**src/rtl/conv_pkg.sv**
```systemverilog
package conv_pkg;

	localparam int DATA_W = 16;                  // Data, weight and sum words
	localparam int ADDR_W = 30;                  // DMA word address
	localparam int PARA = 16;                    // MAC lanes, max channels per group
	localparam int MAX_K = 3;                    // Largest kernel side
	localparam int MAX_SIDE = 128;               // Largest output side
	localparam int CNT_W = 8;                    // Side, kernel and stride counters
	localparam int CH_W = 16;                    // Channel counts

	// Derived sizes of the weight buffer
	localparam int TAPS = MAX_K * MAX_K;
	localparam int TAP_W = $clog2(TAPS);
	localparam int WT_DEPTH = PARA * TAPS;       // One atom per tap
	localparam int WT_AW = $clog2(WT_DEPTH);

	typedef logic [DATA_W-1:0] word_t;

	// Layer FSM
	typedef enum logic [2:0] {
		ST_IDLE,
		ST_LOAD_WT,                              // K*K weight atoms of a group
		ST_FETCH,                                // One data atom per tap
		ST_WAIT_PIX,                             // MAC pipeline drains
		ST_STEP,                                 // Next column, group, row, oc
		ST_FINISH
	} state_t;

endpackage

```
**src/rtl/burst_deser.sv**
```systemverilog
`timescale 1ns/1ns
module burst_deser #(
	parameter int DEPTH = 16
) (
	input  logic                       clk,
	input  logic                       rst,
	input  logic                       i_clear,
	input  logic                       i_we,
	input  conv_pkg::word_t            i_word,
	input  logic [conv_pkg::CH_W-1:0]  i_len,
	input  logic [$clog2(DEPTH)-1:0]   i_base,
	output conv_pkg::word_t [DEPTH-1:0] o_buf,
	output logic                       o_full
);
	import conv_pkg::*;

	localparam int AW = $clog2(DEPTH);

	logic [CH_W-1:0] cnt;                        // Words of the current burst
	logic [AW-1:0] idx;

	assign idx = i_base + AW'(cnt);

	// Buffer write, clear zeroes unused lanes
	always_ff @(posedge clk) begin
		if (i_clear)
			o_buf <= '0;
		else if (i_we)
			o_buf[idx] <= i_word;
	end

	always_ff @(posedge clk or posedge rst) begin
		if (rst) begin
			cnt <= '0;
			o_full <= 1'b0;
		end else begin
			o_full <= 1'b0;                      // Single-cycle flag
			if (i_clear) begin
				cnt <= '0;
			end else if (i_we) begin
				if (cnt + 1'b1 == i_len) begin   // Last word of the burst
					cnt <= '0;
					o_full <= 1'b1;
				end else begin
					cnt <= cnt + 1'b1;
				end
			end
		end
	end

endmodule

```
**config.mk**
```make
export PLATFORM = sky130hd
export DESIGN_NAME = burst_deser
export DESIGN_NICKNAME = d
export VERILOG_FILES = /design/src/rtl/conv_pkg.sv /design/src/rtl/burst_deser.sv
export SDC_FILE = /design/constraint.sdc
export NUM_CORES = 1
export LEC_CHECK = 0
export BUFFER_PORTS_ARGS = -buffer_cell sky130_fd_sc_hd__buf_2
export CORE_MARGIN = 5
export CORE_UTILIZATION = 25
export CTS_CLUSTER_SIZE = 14
export DETAILED_ROUTE_END_ITERATION = 16
export HOLD_SLACK_MARGIN = 0.05
export PLACE_DENSITY_LB_ADDON = 0.15
export SETUP_SLACK_MARGIN = 0.15
export SLEW_MARGIN = 30
export SYNTH_ARGS = -nofsm -noshare
export SYNTH_HDL_FRONTEND = slang
export SYNTH_SLANG_ARGS = --single-unit
export TNS_END_PERCENT = 1
```
**constraint.sdc**
```tcl
create_clock -name clk -period 3.1 [get_ports clk]
set_input_delay 0.31 -clock clk [delete_from_list [all_inputs] [get_ports clk]]
set_output_delay 0.31 -clock clk [all_outputs]
set_load 0.01 [all_outputs]
```
==> metrics.csv <==
metric,value,unit
crit_family,simple AND/OR/NAND/NOR gates,
drc,0,
whs_path_depth,4,
rsz0062_at_grt,false,
drv_cap,0,
worstPathArrival,3090,ps
grt_pass1_vias,8242,
crit_path_max_fanout,7,
ys_seq_area_share,52.4,%
track_usage,15.1,%
hold_start,i_we,
clock-sinks,273,
synth_top_cell_by_area,dfxtp_1,
vias_per_cell,4.34,
pre_cts_slack,440,ps
synth_largest_type_area_fraction,48.4,%
tightest_slew,849,ps
synth.avg_cell_area,10.4,µm²
dieArea,46600,µm²
synth_nets,1058,
ys_warn_count,0,
drt_iter0_markers,451,
clkTransAtPathRegs,60,ps
cts_made_buffers,34,
drive_gt1_share,30.1,%
die_y,216,µm
ff2ff_path_depth,7,
fin_skew,10.1,ps
wl,36100,µm
dr.pass1.iters,4,
diodes,0,
synthTopCellsByArea,"dfxtp_1 (48%), mux2i_1 (24%), nor2_1 (9.6%)",
synth_cells,1013,
clock_latency,530,ps
finalSetupViolations,0,
cts_max_level,2,
synth_edf_count,0,
rr_startpoint,cnt[1],
clock_path_buffers,3,
status,"finished, final reports clean",
start_kind,flop,
setup-tns-final,0,ps
grt_start_max_net_pins,94,
initial_utilization,25.2,%
hold_viol,0,
hp-class,in2reg,
p_per_area,599,nW/µm²
clock.fmax,0.373,GHz
power,8.31,mW
ys_seq_elements,273,
core_area,41900,µm²
fin_util,33.1,%
netlist_area,10600,µm²
wl_per_cell,19.4,µm
r2r-end,cnt[3],
slew-limit-headroom,43.1,%
synth_cell_types,48,
fin_crit_sh,86.5,%
port_buffers,296,
gp_congestion,0.830,
period_minus_slack,2680,ps
slowest_delay,580,ps
path_buf_inv,0,
path_cells,ha_1 -> nand3_2 -> nor3_1 -> mux2i_1 -> or4b_4 -> or3_4 -> a32o_1,
layout_setup_ws,420,ps
drv_slew,0,
areaGrowthSynthToFinish,31.0,%
fillers,4390,
synth-main-ff-cell,dfxtp_1,
post-cts-setup-buffers,0,
die_x,216,µm
holdPathEnd,cnt[2],
p_leak,6.84,nW
num_rows,75,
cts_root_buf,clkbuf_16,
r2r_slack,420,ps
nNetsFinal,1349,
critPathRequiredTime,3510,ps
ios,297,
grt_pass1_wl,54300,µm
worst-setup-path-type,reg2reg,
peakVddDrop,0.382,mV
antenna_left,0,
antenna_found_initial,0,
cp_slowest_cell,or4b_4,
grt_overflow,0,
async_reset_ff_share,6.23,%
tritoncts,yes,
endpoint_kind,flop,
hpwl,24500,µm
vias,8093,
[sequential cells by signal, indices dropped and copies added (netlist names)]
register and flops:
o_buf 256, cnt 16, o_full 1
[per-stage QoR]
stage	cell area [µm²]	cells	hold slack, ps
after CTS	13900	1865	209
after global routing	13900	1865	261
after global placement	12700	1806	469
after detailed placement	12700	1806	473
after floorplan	10600	1013	236
final	13900	1865	243
[tightest hold or removal path, stage by stage]
cell     delay (ps)
buf_2           170
nand2_1          90
xor2_1           70
nor2_1           70
[worst max path at each step]
stage	startpoint	end	slack [ps]	depth (start not counted)
floorplan	cnt[0]	o_buf[197]	430	7
global placement	cnt[0]	o_buf[63]	470	7
detailed placement	cnt[0]	o_buf[63]	440	7
CTS	cnt[0]	o_buf[63]	420	7
global route	cnt[1]	cnt[14]	220	8
finish	cnt[1]	cnt[3]	420	7
[layer usage]
layer	GRT usage, %	wire length [µm]	vias up
met1	19.2	15800	3822
met4	4.86	933	0
met5	0	0	-
met2	24.5	16600	231
met3	5.00	2780	48
li1	-	-	3992
[cell type report]
class | count | area (µm²) | share of cell area (%)
clock buffers | 50 | 982 | 7.08
inverters | 5 | 18.8 | 0.135
clock inverters | 8 | 128 | 0.921
well taps | 539 | 674 | 4.86
repair buffers | 325 | 1760 | 12.7
multi-input cells | 665 | 4750 | 34.3
flip-flops and latches | 273 | 5550 | 40.0
[cell families after synthesis]
group	share of synthesized area (%)
buffers and inverters	3.30
XOR/XNOR	3.24
flip-flops	52.4
multiplexers	24.4
adder cells (fa/ha/maj)	0.662
AND/OR/NAND/NOR	14.4
AO/OA/AOI/OAI	1.55
[Yosys cell counts (9+ instances only)]
master,number
nand2_1,9
nor2_1,272
nor3_1,9
dfxtp_1,256
xor2_1,14
clkbuf_1,45
buf_2,15
dfrtp_1,17
mux2i_1,258
xnor2_1,22
nand3_2,9
nand3_1,9
[cells in the final DEF (no fill, tap or decap), drive strengths merged, types with 2 or more instances in the layout]
cell type | synthesis | layout
dfxtp | 256 | 256
buf | 25 | 323
xnor2 | 23 | 23
and4 | 3 | 3
dfrtp | 17 | 17
bufinv | 0 | 3
a32o | 2 | 2
o2111ai | 2 | 2
inv | 5 | 8
clkinv | 0 | 2
a211oi | 2 | 2
clkbuf | 45 | 51
and2 | 2 | 2
nand3 | 18 | 18
nor3b | 3 | 3
nand4 | 5 | 5
nor2 | 272 | 272
xor2 | 14 | 14
and3 | 4 | 4
nor3 | 17 | 17
o32ai | 2 | 2
ha | 4 | 4
nand2 | 9 | 9
nor4 | 4 | 4
a21oi | 6 | 6
mux2i | 258 | 258
or3 | 2 | 2
[where the power goes]
group / switching [mW] / internal (mW) / leakage (nW) / total (mW)
Clock: 1.53 / 2.45 / 0.543 / 3.98
Combinational: 0.446 / 0.250 / 4.00 / 0.696
Sequential: 0.0420 / 3.59 / 2.30 / 3.64
Total: 2.02 / 6.29 / 6.84 / 8.31
[what timing repair did]
action                     4_1_cts  5_1_grt
hold buffers                     1        0
hold endpoints to repair        17        0
setup endpoints to repair        0        0
gates resized for setup          0        0
Note: power is estimated with default switching activity, not from simulation.
