==> src/rtl/conv_pkg.sv <==
package conv_pkg;

	localparam int DATA_W = 16;                  // Data, weight and sum words
	localparam int ADDR_W = 30;                  // DMA word address
	localparam int PARA = 16;                    // MAC lanes, max channels per group
	localparam int MAX_K = 3;                    // Largest kernel side
	localparam int MAX_SIDE = 128;               // Largest output side
	localparam int CNT_W = 8;                    // Side, kernel and stride counters
	localparam int CH_W = 16;                    // Channel counts

	// Derived sizes of the weight buffer
	localparam int TAPS = MAX_K * MAX_K;
	localparam int TAP_W = $clog2(TAPS);
	localparam int WT_DEPTH = PARA * TAPS;       // One atom per tap
	localparam int WT_AW = $clog2(WT_DEPTH);

	typedef logic [DATA_W-1:0] word_t;

	// Layer FSM
	typedef enum logic [2:0] {
		ST_IDLE,
		ST_LOAD_WT,                              // K*K weight atoms of a group
		ST_FETCH,                                // One data atom per tap
		ST_WAIT_PIX,                             // MAC pipeline drains
		ST_STEP,                                 // Next column, group, row, oc
		ST_FINISH
	} state_t;

endpackage

==> src/rtl/conv_addr_gen.sv <==
`timescale 1ns/1ns
module conv_addr_gen (
	input  logic                        clk,
	input  logic                        rst,
	input  logic [conv_pkg::ADDR_W-1:0] i_data_addr,
	input  logic [conv_pkg::ADDR_W-1:0] i_weight_addr,
	input  logic [conv_pkg::ADDR_W-1:0] i_result_addr,
	input  logic [conv_pkg::CNT_W-1:0]  i_kernel,
	input  logic [conv_pkg::CNT_W-1:0]  i_stride,
	input  logic [conv_pkg::CNT_W-1:0]  i_i_side,
	input  logic [conv_pkg::CNT_W-1:0]  i_o_side,
	input  logic [conv_pkg::CH_W-1:0]   i_i_channel,
	input  logic [conv_pkg::CH_W-1:0]   i_oc,
	input  logic [conv_pkg::CH_W-1:0]   i_group_base,
	input  logic [conv_pkg::CNT_W-1:0]  i_row,
	input  logic [conv_pkg::CNT_W-1:0]  i_col,
	input  logic [conv_pkg::CNT_W-1:0]  i_kr,
	input  logic [conv_pkg::CNT_W-1:0]  i_kc,
	output logic [conv_pkg::ADDR_W-1:0] o_data_rd_addr,
	output logic [conv_pkg::ADDR_W-1:0] o_wt_rd_addr,
	output logic [conv_pkg::ADDR_W-1:0] o_wr_addr
);
	import conv_pkg::*;

	logic [ADDR_W-1:0] in_row;                   // Input pixel under this tap
	logic [ADDR_W-1:0] in_col;
	logic [ADDR_W-1:0] in_pix;
	logic [ADDR_W-1:0] wt_tap;                   // Tap index over oc, kr, kc
	logic [ADDR_W-1:0] out_pix;

	always_comb begin
		in_row = i_row * i_stride + i_kr;
		in_col = i_col * i_stride + i_kc;
		in_pix = in_row * i_i_side + in_col;
		wt_tap = (i_oc * i_kernel + i_kr) * i_kernel + i_kc;
		out_pix = (i_oc * i_o_side + i_row) * i_o_side + i_col;
	end

	// One cycle behind the counters
	always_ff @(posedge clk or posedge rst) begin
		if (rst) begin
			o_data_rd_addr <= '0;
			o_wt_rd_addr <= '0;
			o_wr_addr <= '0;
		end else begin
			o_data_rd_addr <= i_data_addr + in_pix * i_i_channel + i_group_base;
			o_wt_rd_addr <= i_weight_addr + wt_tap * i_i_channel + i_group_base;
			o_wr_addr <= i_result_addr + out_pix;  // Channel-major result plane
		end
	end

endmodule

==> config.mk <==
export PLATFORM = sky130hd
export DESIGN_NAME = conv_addr_gen
export DESIGN_NICKNAME = d
export VERILOG_FILES = /design/src/rtl/conv_pkg.sv /design/src/rtl/conv_addr_gen.sv
export SDC_FILE = /design/constraint.sdc
export NUM_CORES = 2
export LEC_CHECK = 0
export BUFFER_PORTS_ARGS = -buffer_cell sky130_fd_sc_hd__buf_4
export CORE_MARGIN = 4
export CORE_UTILIZATION = 65
export CTS_CLUSTER_DIAMETER = 150
export DETAILED_ROUTE_END_ITERATION = 7
export GPL_TIMING_DRIVEN = 1
export PLACE_DENSITY_LB_ADDON = 0.12
export SLEW_MARGIN = 20
export SYNTH_ARGS = -nofsm -noshare
export SYNTH_HDL_FRONTEND = slang
export SYNTH_SLANG_ARGS = --single-unit
==> constraint.sdc <==
create_clock -name clk -period 7.2 [get_ports clk]
set_clock_uncertainty 0.1 [all_clocks]
set_input_delay 0.36 -clock clk [delete_from_list [all_inputs] [get_ports clk]]
set_output_delay 0.36 -clock clk [all_outputs]
set_load 0.02 [all_outputs]
==> reports/results.tsv <==
metric	value	unit
cp_data_arrival_time	14350	ps
fmax	0.0707	GHz
synth_cell_type_count	63	
critical_path.max_stage_delay	560	ps
vias	46500	
async_reset_ff_frac	1.00	
worstHoldStart	i_weight_addr[0]	
synth-adder-area-share	0.586	
status	finished, violations left	
path_max_fanout	6	
netlist_area	57100	sq um
nets	9452	
fin_area	72200	sq um
first_pass_iters	5	
cp_top_family	adder cells	
rsz0062_at_grt	yes	
grt_max_degree	49	
yosys-top-cells-area	fa_1 (47%), ha_1 (12%), inv_1 (11%), and2_1 (9.4%), nand2_1 (5.3%)	
synth.avg_cell_area	8.93	sq um
critPathSlowestCell	fa_1	
path_common_cell	fa_1	
final_common_cell	inv_1	
die_w	304	um
ant_nets	0	
hold_violations	0	
worstMarginPinSlew	773	ps
synth_simple_gate_area_frac	0.167	
final_layout_size_suffix_gt1_frac	0.257	
fin_util	0.830	
synthXorXnorAreaFrac	0.0370	
grt_usage	0.354	
crit_cells	60	
hold-path-cell-count	2	
clk_pin_slew	80	ps
yosys_warnings	0	
final_cell_mix	inv_1 (1606), fa_1 (1310), buf_4 (1037)	
synth_top_family_by_area	adder cells	
finalCritPeriodShare	1.97	
nFillCells	5018	
ys_seq_elements	90	
numCtsBuffers	9	
seq_area_frac_synth	0.0394	
worstPathBufferInverterCount	17	
die_area	92700	sq um
worst_slack	-6950	ps
violations	setup timing	
drc	0	
min_to	o_wt_rd_addr[0]	
slew_viol_final	0	
ios	294	
ys.flop_type	dfrtp_1	
place_inst	8392	
cap_violations	0	
synth_edf_count	0	
dpl_cell_area	68400	sq um
avgViaCountPerCell	5.45	
port_buffers	293	
synth_top_area_frac	0.468	
critical_path_class	in2reg	
core_area	87000	sq um
critPathLaunchType	input port	
start_util	0.656	
area_growth	26.4	%
period_needed	14150	ps
regArea	2250	sq um
yosys-mux-area-fraction	0	
root_buffer	clkbuf_16	
fin_cells	8540	
hold_path_class	in2reg	
cp.required	7400	ps
drtIter0Drc	3309	
htree_num_levels	3	
fp-row-count	108	
yosysTopAreaCell	fa_1	
synthCells	6397	
gp_congestion	0.907	
cts_max_path_buffers	2	
overflow	0	
setup_violations	73	
antenna_found_initial	5	
drt-total-wl	166000	um
multi_input_area	52000	sq um
grt_pass1_wl	261000	um
grt_pass1_vias	51000	
cts_tree	built	
place_ws	-7380	ps
cts.sinks	90	
routedWlPerCell	19.4	um
relSlewSlack	0.484	
end_kind	register	
dp_hpwl	132000	um
synth_compound_area_frac	0.0441	
die_h	304	um
synth_nets	8474	
worst max-delay path by stage:
stage / startpoint / to / slack, ps
6_report: i_stride[0] / o_data_rd_addr[29] / -6950
4_1_cts: i_row[2] / o_data_rd_addr[29] / -6590
3_3_place_gp: i_stride[0] / o_data_rd_addr[29] / -7070
2_1_floorplan: i_row[5] / o_data_rd_addr[29] / -6680
3_5_place_dp: i_stride[0] / o_data_rd_addr[29] / -7380
5_1_grt: i_stride[0] / o_data_rd_addr[29] / -7480
final cells by class:
cell class | count | area share
multi-input cells | 4374 | 0.720
repair buffers | 1186 | 0.135
inverters | 1714 | 0.0893
flip-flops and latches | 90 | 0.0312
well taps | 1155 | 0.0200
clock buffers | 10 | 0.00317
clock inverters | 6 | 0.00104
diodes | 5 | 0.000173
metal layers:
metal | up-vias | routed length (um) | part of all wire | global-route usage
met3 | 498 | 14000 | 0.085 | 0.0684
li1 | 20400 | - | - | -
met2 | 2080 | 81900 | 0.49 | 0.598
met4 | 0 | 9120 | 0.055 | 0.152
met1 | 23500 | 60900 | 0.37 | 0.449
met5 | - | 0 | 0 | 0
what timing repair did:
action                                 in CTS  in global routing
hold buffers                                1                  0
setup buffers                              66                 73
pin swaps                                 192                227
gates cloned                                0                  3
setup endpoints to repair                  75                 76
endpoints found under the hold margin      42                  0
gates resized for setup                   218                327
sequential cells by signal (all words and copies together) (netlist names):
register and cells:
o_wt_rd_addr 30, o_data_rd_addr 30, o_wr_addr 30
per-stage QoR:
step / hold WS (ps) / TNS, ps
6_report: 127 / -269380
5_1_grt: 141 / -295680
4_1_cts: 112 / -260500
3_5_place_dp: 375 / -304400
3_3_place_gp: 360 / -290630
2_1_floorplan: 397 / -233870
synth_stat cells (3+ instances only):
library cell	instances
inv_1	1714
fa_1	1335
and2_1	856
nand2_1	807
ha_1	538
clkbuf_1	220
xnor2_1	170
a21oi_1	136
dfrtp_1	90
nor2_1	86
o21ai_0	55
a21o_1	47
xor2_1	46
o21bai_1	41
nor3_1	27
o21a_1	24
nor2b_1	23
nand2b_1	22
nand3_1	21
o211ai_1	12
a211oi_1	11
or3_1	11
a211o_1	8
o31ai_1	7
or2_2	7
xnor3_1	7
a31o_2	6
and3_1	6
a2111oi_0	5
a21boi_0	5
nand4_1	5
a31oi_1	3
nor4_1	3
o211a_1	3
o21ai_1	3
xnor2_2	3
kinds of logic (layout without fill, tap and decap cells):
logic type                 count (synthesis)  after routing
buffers and inverters                   1934           2916
and+or+nand+nor                         1885           1885
adders and majority gates               1873           1873
AOI/OAI and AO/OA                        388            389
xor gates and xnor gates                 227            227
DFF                                       90             90
other                                      0              5
Power is left out: the tool's default activity adds up to more than one toggle a clock period on the data nets, which glitch-free logic cannot reach.
