$ cat config.mk
export PLATFORM = sky130hd
export DESIGN_NAME = conv_ctrl
export DESIGN_NICKNAME = d
export VERILOG_FILES = /design/src/rtl/conv_pkg.sv /design/src/rtl/conv_ctrl.sv
export SDC_FILE = /design/constraint.sdc
export NUM_CORES = 1
export LEC_CHECK = 0
export BUFFER_PORTS_ARGS = -buffer_cell sky130_fd_sc_hd__buf_2
export CAP_MARGIN = 10
export CORE_AREA = 2 2 130 132
export CTS_BUF_LIST = sky130_fd_sc_hd__clkbuf_2
export DETAILED_ROUTE_END_ITERATION = 10
export DIE_AREA = 0 0 132 134
export GPL_TIMING_DRIVEN = 0
export PLACE_DENSITY = 0.85
export REMOVE_ABC_BUFFERS = 1
export SYNTH_ARGS = -nofsm -noshare
export SYNTH_HDL_FRONTEND = slang
export SYNTH_SLANG_ARGS = --single-unit
$ cat constraint.sdc
create_clock -name clk -period 3.7 [get_ports clk]
set_input_delay 0.555 -clock clk [delete_from_list [all_inputs] [get_ports clk]]
set_output_delay 0.555 -clock clk [all_outputs]
set_load 0.01 [all_outputs]
$ cat src/rtl/conv_pkg.sv
package conv_pkg;

	localparam int DATA_W = 16;                  // Data, weight and sum words
	localparam int ADDR_W = 30;                  // DMA word address
	localparam int PARA = 16;                    // MAC lanes, max channels per group
	localparam int MAX_K = 3;                    // Largest kernel side
	localparam int MAX_SIDE = 128;               // Largest output side
	localparam int CNT_W = 8;                    // Side, kernel and stride counters
	localparam int CH_W = 16;                    // Channel counts

	// Derived sizes of the weight buffer
	localparam int TAPS = MAX_K * MAX_K;
	localparam int TAP_W = $clog2(TAPS);
	localparam int WT_DEPTH = PARA * TAPS;       // One atom per tap
	localparam int WT_AW = $clog2(WT_DEPTH);

	typedef logic [DATA_W-1:0] word_t;

	// Layer FSM
	typedef enum logic [2:0] {
		ST_IDLE,
		ST_LOAD_WT,                              // K*K weight atoms of a group
		ST_FETCH,                                // One data atom per tap
		ST_WAIT_PIX,                             // MAC pipeline drains
		ST_STEP,                                 // Next column, group, row, oc
		ST_FINISH
	} state_t;

endpackage

$ cat src/rtl/conv_ctrl.sv
`timescale 1ns/1ns
module conv_ctrl (
	input  logic                        clk,
	input  logic                        rst,
	input  logic                        i_start,
	input  logic [conv_pkg::CNT_W-1:0]  i_kernel,
	input  logic [conv_pkg::CH_W-1:0]   i_i_channel,
	input  logic [conv_pkg::CH_W-1:0]   i_o_channel,
	input  logic [conv_pkg::CNT_W-1:0]  i_o_side,
	input  logic                        i_data_full,
	input  logic                        i_wt_full,
	input  logic                        i_mac_done,
	input  logic                        i_accum_busy,
	output logic                        o_done,
	output logic                        o_data_rd,
	output logic                        o_wt_rd,
	output logic [conv_pkg::CH_W-1:0]   o_oc,
	output logic [conv_pkg::CNT_W-1:0]  o_row,
	output logic [conv_pkg::CNT_W-1:0]  o_col,
	output logic [conv_pkg::CNT_W-1:0]  o_kr,
	output logic [conv_pkg::CNT_W-1:0]  o_kc,
	output logic [conv_pkg::CH_W-1:0]   o_group_base,
	output logic [conv_pkg::CH_W-1:0]   o_para,
	output logic [conv_pkg::TAP_W-1:0]  o_tap,
	output logic [conv_pkg::WT_AW-1:0]  o_wt_base,
	output logic                        o_atom_valid,
	output logic                        o_first_tap,
	output logic                        o_last_tap,
	output logic                        o_first_group,
	output logic                        o_last_group
);
	import conv_pkg::*;

	state_t state;
	logic [CNT_W-1:0] kernel;                    // Sampled at start
	logic [CNT_W-1:0] o_side;
	logic [CH_W-1:0] i_ch;
	logic [CH_W-1:0] o_ch;
	logic req;                                   // Read pulse due next cycle
	logic [CH_W-1:0] remain;                     // Channels left from this group on
	logic tap_adv;
	logic tap_end;
	logic kc_end;
	logic col_end;
	logic row_end;
	logic oc_end;

	assign remain = i_ch - o_group_base;
	assign o_para = (remain > CH_W'(PARA)) ? CH_W'(PARA) : remain;
	assign kc_end = (o_kc == kernel - 1'b1);
	assign tap_end = kc_end && (o_kr == kernel - 1'b1);
	assign col_end = (o_col == o_side - 1'b1);
	assign row_end = (o_row == o_side - 1'b1);
	assign oc_end = (o_oc == o_ch - 1'b1);
	assign o_first_group = (o_group_base == '0);
	assign o_last_group = (remain <= CH_W'(PARA));
	assign o_first_tap = (o_tap == '0);
	assign o_last_tap = tap_end;
	assign o_atom_valid = (state == ST_FETCH) && i_data_full;  // MAC takes the atom now
	assign o_wt_base = WT_AW'(o_tap * PARA);    // Weight slot of this tap

	// Tap walk is shared by weight loading and data fetching
	assign tap_adv = ((state == ST_LOAD_WT) && i_wt_full) || o_atom_valid;

	always_ff @(posedge clk or posedge rst) begin
		if (rst) begin
			o_kr <= '0;
			o_kc <= '0;
			o_tap <= '0;
		end else if (tap_adv) begin
			if (tap_end) begin                   // Back to the first tap
				o_kr <= '0;
				o_kc <= '0;
				o_tap <= '0;
			end else begin
				o_kc <= kc_end ? '0 : o_kc + 1'b1;
				o_kr <= kc_end ? o_kr + 1'b1 : o_kr;
				o_tap <= o_tap + 1'b1;
			end
		end
	end

	always_ff @(posedge clk or posedge rst) begin
		if (rst) begin
			state <= ST_IDLE;
			o_done <= 1'b0;
			o_data_rd <= 1'b0;
			o_wt_rd <= 1'b0;
			req <= 1'b0;
			kernel <= '0;
			o_side <= '0;
			i_ch <= '0;
			o_ch <= '0;
			o_oc <= '0;
			o_row <= '0;
			o_col <= '0;
			o_group_base <= '0;
		end else begin
			o_data_rd <= 1'b0;
			o_wt_rd <= 1'b0;
			case (state)
				ST_IDLE: begin
					if (i_start) begin
						kernel <= i_kernel;
						o_side <= i_o_side;
						i_ch <= i_i_channel;
						o_ch <= i_o_channel;
						o_oc <= '0;
						o_row <= '0;
						o_col <= '0;
						o_group_base <= '0;
						o_done <= 1'b0;
						req <= 1'b1;
						state <= ST_LOAD_WT;
					end
				end
				ST_LOAD_WT: begin
					if (req) begin           // Address has settled by now
						o_wt_rd <= 1'b1;
						req <= 1'b0;
					end
					if (i_wt_full) begin
						req <= 1'b1;
						if (tap_end)
							state <= ST_FETCH;
					end
				end
				ST_FETCH: begin
					if (req) begin
						o_data_rd <= 1'b1;
						req <= 1'b0;
					end
					if (i_data_full) begin
						if (tap_end)
							state <= ST_WAIT_PIX;  // All taps in flight
						else
							req <= 1'b1;
					end
				end
				ST_WAIT_PIX: begin
					if (i_mac_done)
						state <= ST_STEP;
				end
				ST_STEP: begin
					if (!i_accum_busy) begin     // Hold while a result is written
						req <= 1'b1;
						if (!col_end) begin
							o_col <= o_col + 1'b1;
							state <= ST_FETCH;
						end else begin
							o_col <= '0;
							state <= ST_LOAD_WT;     // New group reloads weights
							if (!o_last_group) begin
								o_group_base <= o_group_base + CH_W'(PARA);
							end else begin
								o_group_base <= '0;
								if (!row_end) begin
									o_row <= o_row + 1'b1;
								end else begin
									o_row <= '0;
									if (!oc_end) begin
										o_oc <= o_oc + 1'b1;
									end else begin
										req <= 1'b0;
										state <= ST_FINISH;
									end
								end
							end
						end
					end
				end
				ST_FINISH: begin
					if (!i_accum_busy) begin     // Last write has completed
						o_done <= 1'b1;
						state <= ST_IDLE;
					end
				end
				default: state <= ST_IDLE;
			endcase
		end
	end

endmodule

==> impl_results.md <==
- Max-Slew Margin vs Limit: 0.359
- Overflow left after global routing: 0
- Largest net degree at the start of global routing: 96
- Vias in the first global route: 7836
- Maximum clock frequency: 0.246 GHz
- Dpl hpwl: 15400 um
- Path category of the worst min-delay check: primary input to asynchronous set/reset pin
- Final estimated routing congestion in global placement: 0.929
- Overall fraction of global-route tracks in use: 0.268
- Height of the chip: 134 um
- Longest Clk Path Bufs: 2
- Final total power: 7.78 mW
- Clock transition time at the flip-flop clock pins of the worst setup and hold paths: 210 ps
- Average size of a mapped cell: 8.30 um2
- Total of flip-flops plus latches after synthesis: 119
- Fraction of final layout cells with drive strength greater than 1: 0.271
- Total internal power: 4.13 mW
- Power density of the placed cells: 718 nW/um2
- Number of antenna-violating nets in the routed design: 0
- Latest clock arrival within the worst-skew pair: 760 ps
- H-tree level count: 4
- Drt via density: 5.78
- Synth cell types: 86
- Final #Nets: 1317
- Number of DRC violations after detailed routing: 0
- Predominant post-synthesis flop cell: sky130_fd_sc_hd__dfrtp_1
- Worst path arrival time: 3500 ps
- Post-synthesis to final-layout area growth: 28.5%
- Clock power share: 0.105
- Setup tns final: -1960 ps
- Fraction of power consumed by combinational cells: 0.598
- Total count of max-transition violations in the final report: 0
- CP Data Required Time: 3140 ps
- Status: finished, violations left
- Number of hold-slack violations in the final timing report: 0
- Most area-consuming cells after synthesis: sky130_fd_sc_hd__dfrtp_1, sky130_fd_sc_hd__nand2_1, sky130_fd_sc_hd__xnor2_1, sky130_fd_sc_hd__ha_1, sky130_fd_sc_hd__o21ai_0
- Number of warnings reported in the yosys synthesis log: 0
- Number of enable-type register cells in the synthesized netlist: 0
- Post-Route Skew: 31.3 ps
- Kind of critical path: flip-flop to output port
- Wire per inst: 16.7 um
- Startpoint class of the critical path: flip-flop
- Vias after detailed routing: 8514
- # port buffers: 135
- Post-synth top area share: 0.353
- Static power due to leakage: 4.94 nW
- WL final: 24600 um
- # clock sinks: 119
- Global-route wire length before repair: 38600 um
- Rows: 47
- Failing checks: negative setup slack
- Number of buffers inserted during clock tree synthesis: 17
- Post-route minimum period: 4060 ps
- Detailed router's first-iteration violation count: 941
- Boundary Pins: 155
- Cell taking the most area after synthesis: sky130_fd_sc_hd__dfrtp_1
- Minimum setup slack in the final design: -359 ps
- TritonCTS clock tree: done
- Switching pwr: 3.65 mW
- Most common cell after layout, fill and taps aside: sky130_fd_sc_hd__nand2_1
- Critical path peak fanout: 5
- Async set-reset flop share out of synthesis: 1.00
- Ratio of final minimum period to clock period: 1.10
- Sequential share of power: 0.297
- Netlist Area Pre-Place: 8440 um2
- Core outline area: 16300 um2
- Setup-violating endpoint count in the final report: 6
- Part of the Yosys area used for sequential elements: 0.353
- Fill cell count: 1274
- Floorplan die area: 17700 um2
- Sw Ratio: 0.469
- Instance count of the mapped netlist: 1016
- # Max-Cap Violations: 0
- Multi-input combinational cell area: 5380 um2
- Slew at the pin closest to its max-slew limit: 962 ps
- Highest-count cells in the layout ignoring fill and taps: sky130_fd_sc_hd__nand2_1, sky130_fd_sc_hd__buf_2, sky130_fd_sc_hd__dfrtp_1, sky130_fd_sc_hd__buf_4, sky130_fd_sc_hd__nor2_1
- Cell at the root of the clock tree: sky130_fd_sc_hd__clkbuf_2
- First-pass DRT Iterations: 6
- Initial antenna violation count: 1
- RSZ-0062 raised after global routing: true
- Die Span X: 132 um
- Type of element capturing the critical path: output port
- Starting density of the core: 0.518
- Maximum vdd drop: 534 uV
- Footprint of the flip-flops and latches: 2990 um2
## metal layers
metal / wire length [um] / global-route usage / up-vias
li1: - / - / 3991
met1: 10200 / 0.345 / 4087
met2: 11900 / 0.440 / 375
met3: 1650 / 0.0503 / 61
met4: 773 / 0.123 / 0
met5: 0 / 0 / -
## final timing paths
| check | depth (start not counted) | slack, ps | to | startpoint |
|---|---|---|---|---|
| setup / recovery | 10 | -360 | o_para[0] | i_ch[12]$_DFFE_PP0P_ |
| hold / removal | 3 | 240 | o_ch[11]$_DFFE_PP0P_ | rst |
| setup reg to reg | 20 | 80 | o_row[7]$_DFFE_PP0P_ | o_group_base[6]$_DFFE_PP0P_ |
| hold reg to reg | 1 | 510 | o_wt_rd$_DFF_PP0_ | req$_DFFE_PP0P_ |
| max in group asynchronous | 4 | 2650 | o_side[0]$_DFFE_PP0P_ | rst |
| min in group clk | 4 | 300 | o_done$_DFFE_PP0P_ | i_start |
## sequential cells by signal, indices dropped and copies added, names as in the netlist, 3 cells and up
register and cells:
o_side 8, o_ch 16, o_oc 16, o_tap 4, o_kc 8, o_group_base 12, o_row 8, i_ch 16
o_kr 8, state 3, kernel 8, o_col 8
## area by class of cell
cell class              count  area share
clock buffers              17     0.00785
repair buffers            254       0.165
inverters                  46      0.0170
diodes                      1    0.000231
well taps                 220      0.0254
clock inverters            15      0.0121
multi-input cells         800       0.497
flip-flops and latches    119       0.276
## worst max-delay path, stage by stage (launching register included)
cell and delay, ps:
sky130_fd_sc_hd__dfrtp_1 480, sky130_fd_sc_hd__ha_4 270, sky130_fd_sc_hd__buf_4 140, sky130_fd_sc_hd__or4_1 410, sky130_fd_sc_hd__a211o_1 300, sky130_fd_sc_hd__nand3_2 130, sky130_fd_sc_hd__nor2_2 60, sky130_fd_sc_hd__or4_4 550
sky130_fd_sc_hd__clkinvlp_4 150, sky130_fd_sc_hd__and2_4 160, sky130_fd_sc_hd__buf_6 90
## power by group through the flow
stage | clock network [mW] | registers, mW | logic [mW]
6_report | 0.818 | 2.31 | 4.65
5_1_grt | 0.887 | 2.38 | 5.05
4_1_cts | 0.833 | 2.28 | 4.24
3_5_place_dp | 0 | 2.28 | 3.46
3_3_place_gp | 0 | 2.27 | 3.32
2_1_floorplan | 0 | 2.19 | 2.61
## Yosys cell counts (all sizes together), types with 6 or more instances
cell / count
a211oi: 9
a21oi: 20
a31oi: 9
and2: 6
and3: 8
buf: 36
clkbuf: 37
dfrtp: 119
ha: 24
inv: 46
mux2i: 16
nand2: 207
nand2b: 24
nand3: 46
nand4: 13
nor2: 64
nor2b: 8
nor3: 30
nor3b: 6
nor4: 18
o211ai: 11
o21ai: 54
o22ai: 11
o31ai: 6
or2: 9
or3: 16
or4: 8
xnor2: 38
xnor3: 11
xor2: 23
## logic make-up after synthesis
family	count (synthesis)	synth area share
and+or+nand+nor	486	0.283
AOI/OAI and AO/OA	175	0.142
DFF	119	0.353
buffers and inverters	119	0.0688
xor gates and xnor gates	72	0.0927
adders and majority gates	25	0.0368
muxes	19	0.0230
other	1	0.000444
## per-stage QoR
step / hold WS (ps) / instances / worst slack (ps) / area, um2 / util
3_5_place_dp: 472 / 1324 / -829 / 9170 / 0.563
5_1_grt: 229 / 1472 / -488 / 10800 / 0.665
6_report: 244 / 1472 / -359 / 10800 / 0.665
2_1_floorplan: 450 / 962 / -889 / 8100 / -
4_1_cts: 215 / 1453 / -262 / 10600 / 0.648
3_3_place_gp: 468 / 1317 / -3290 / 9050 / 0.556
## repair_timing
item,CTS,global route
hold endpoints to repair,72,0
buffers inserted,47,21
cloned,1,2
endpoints found under the setup margin,44,39
gates resized for setup,74,29
pin swaps,21,20
hold buffers,49,0
No activity file was read; power rests on OpenSTA's default activity.
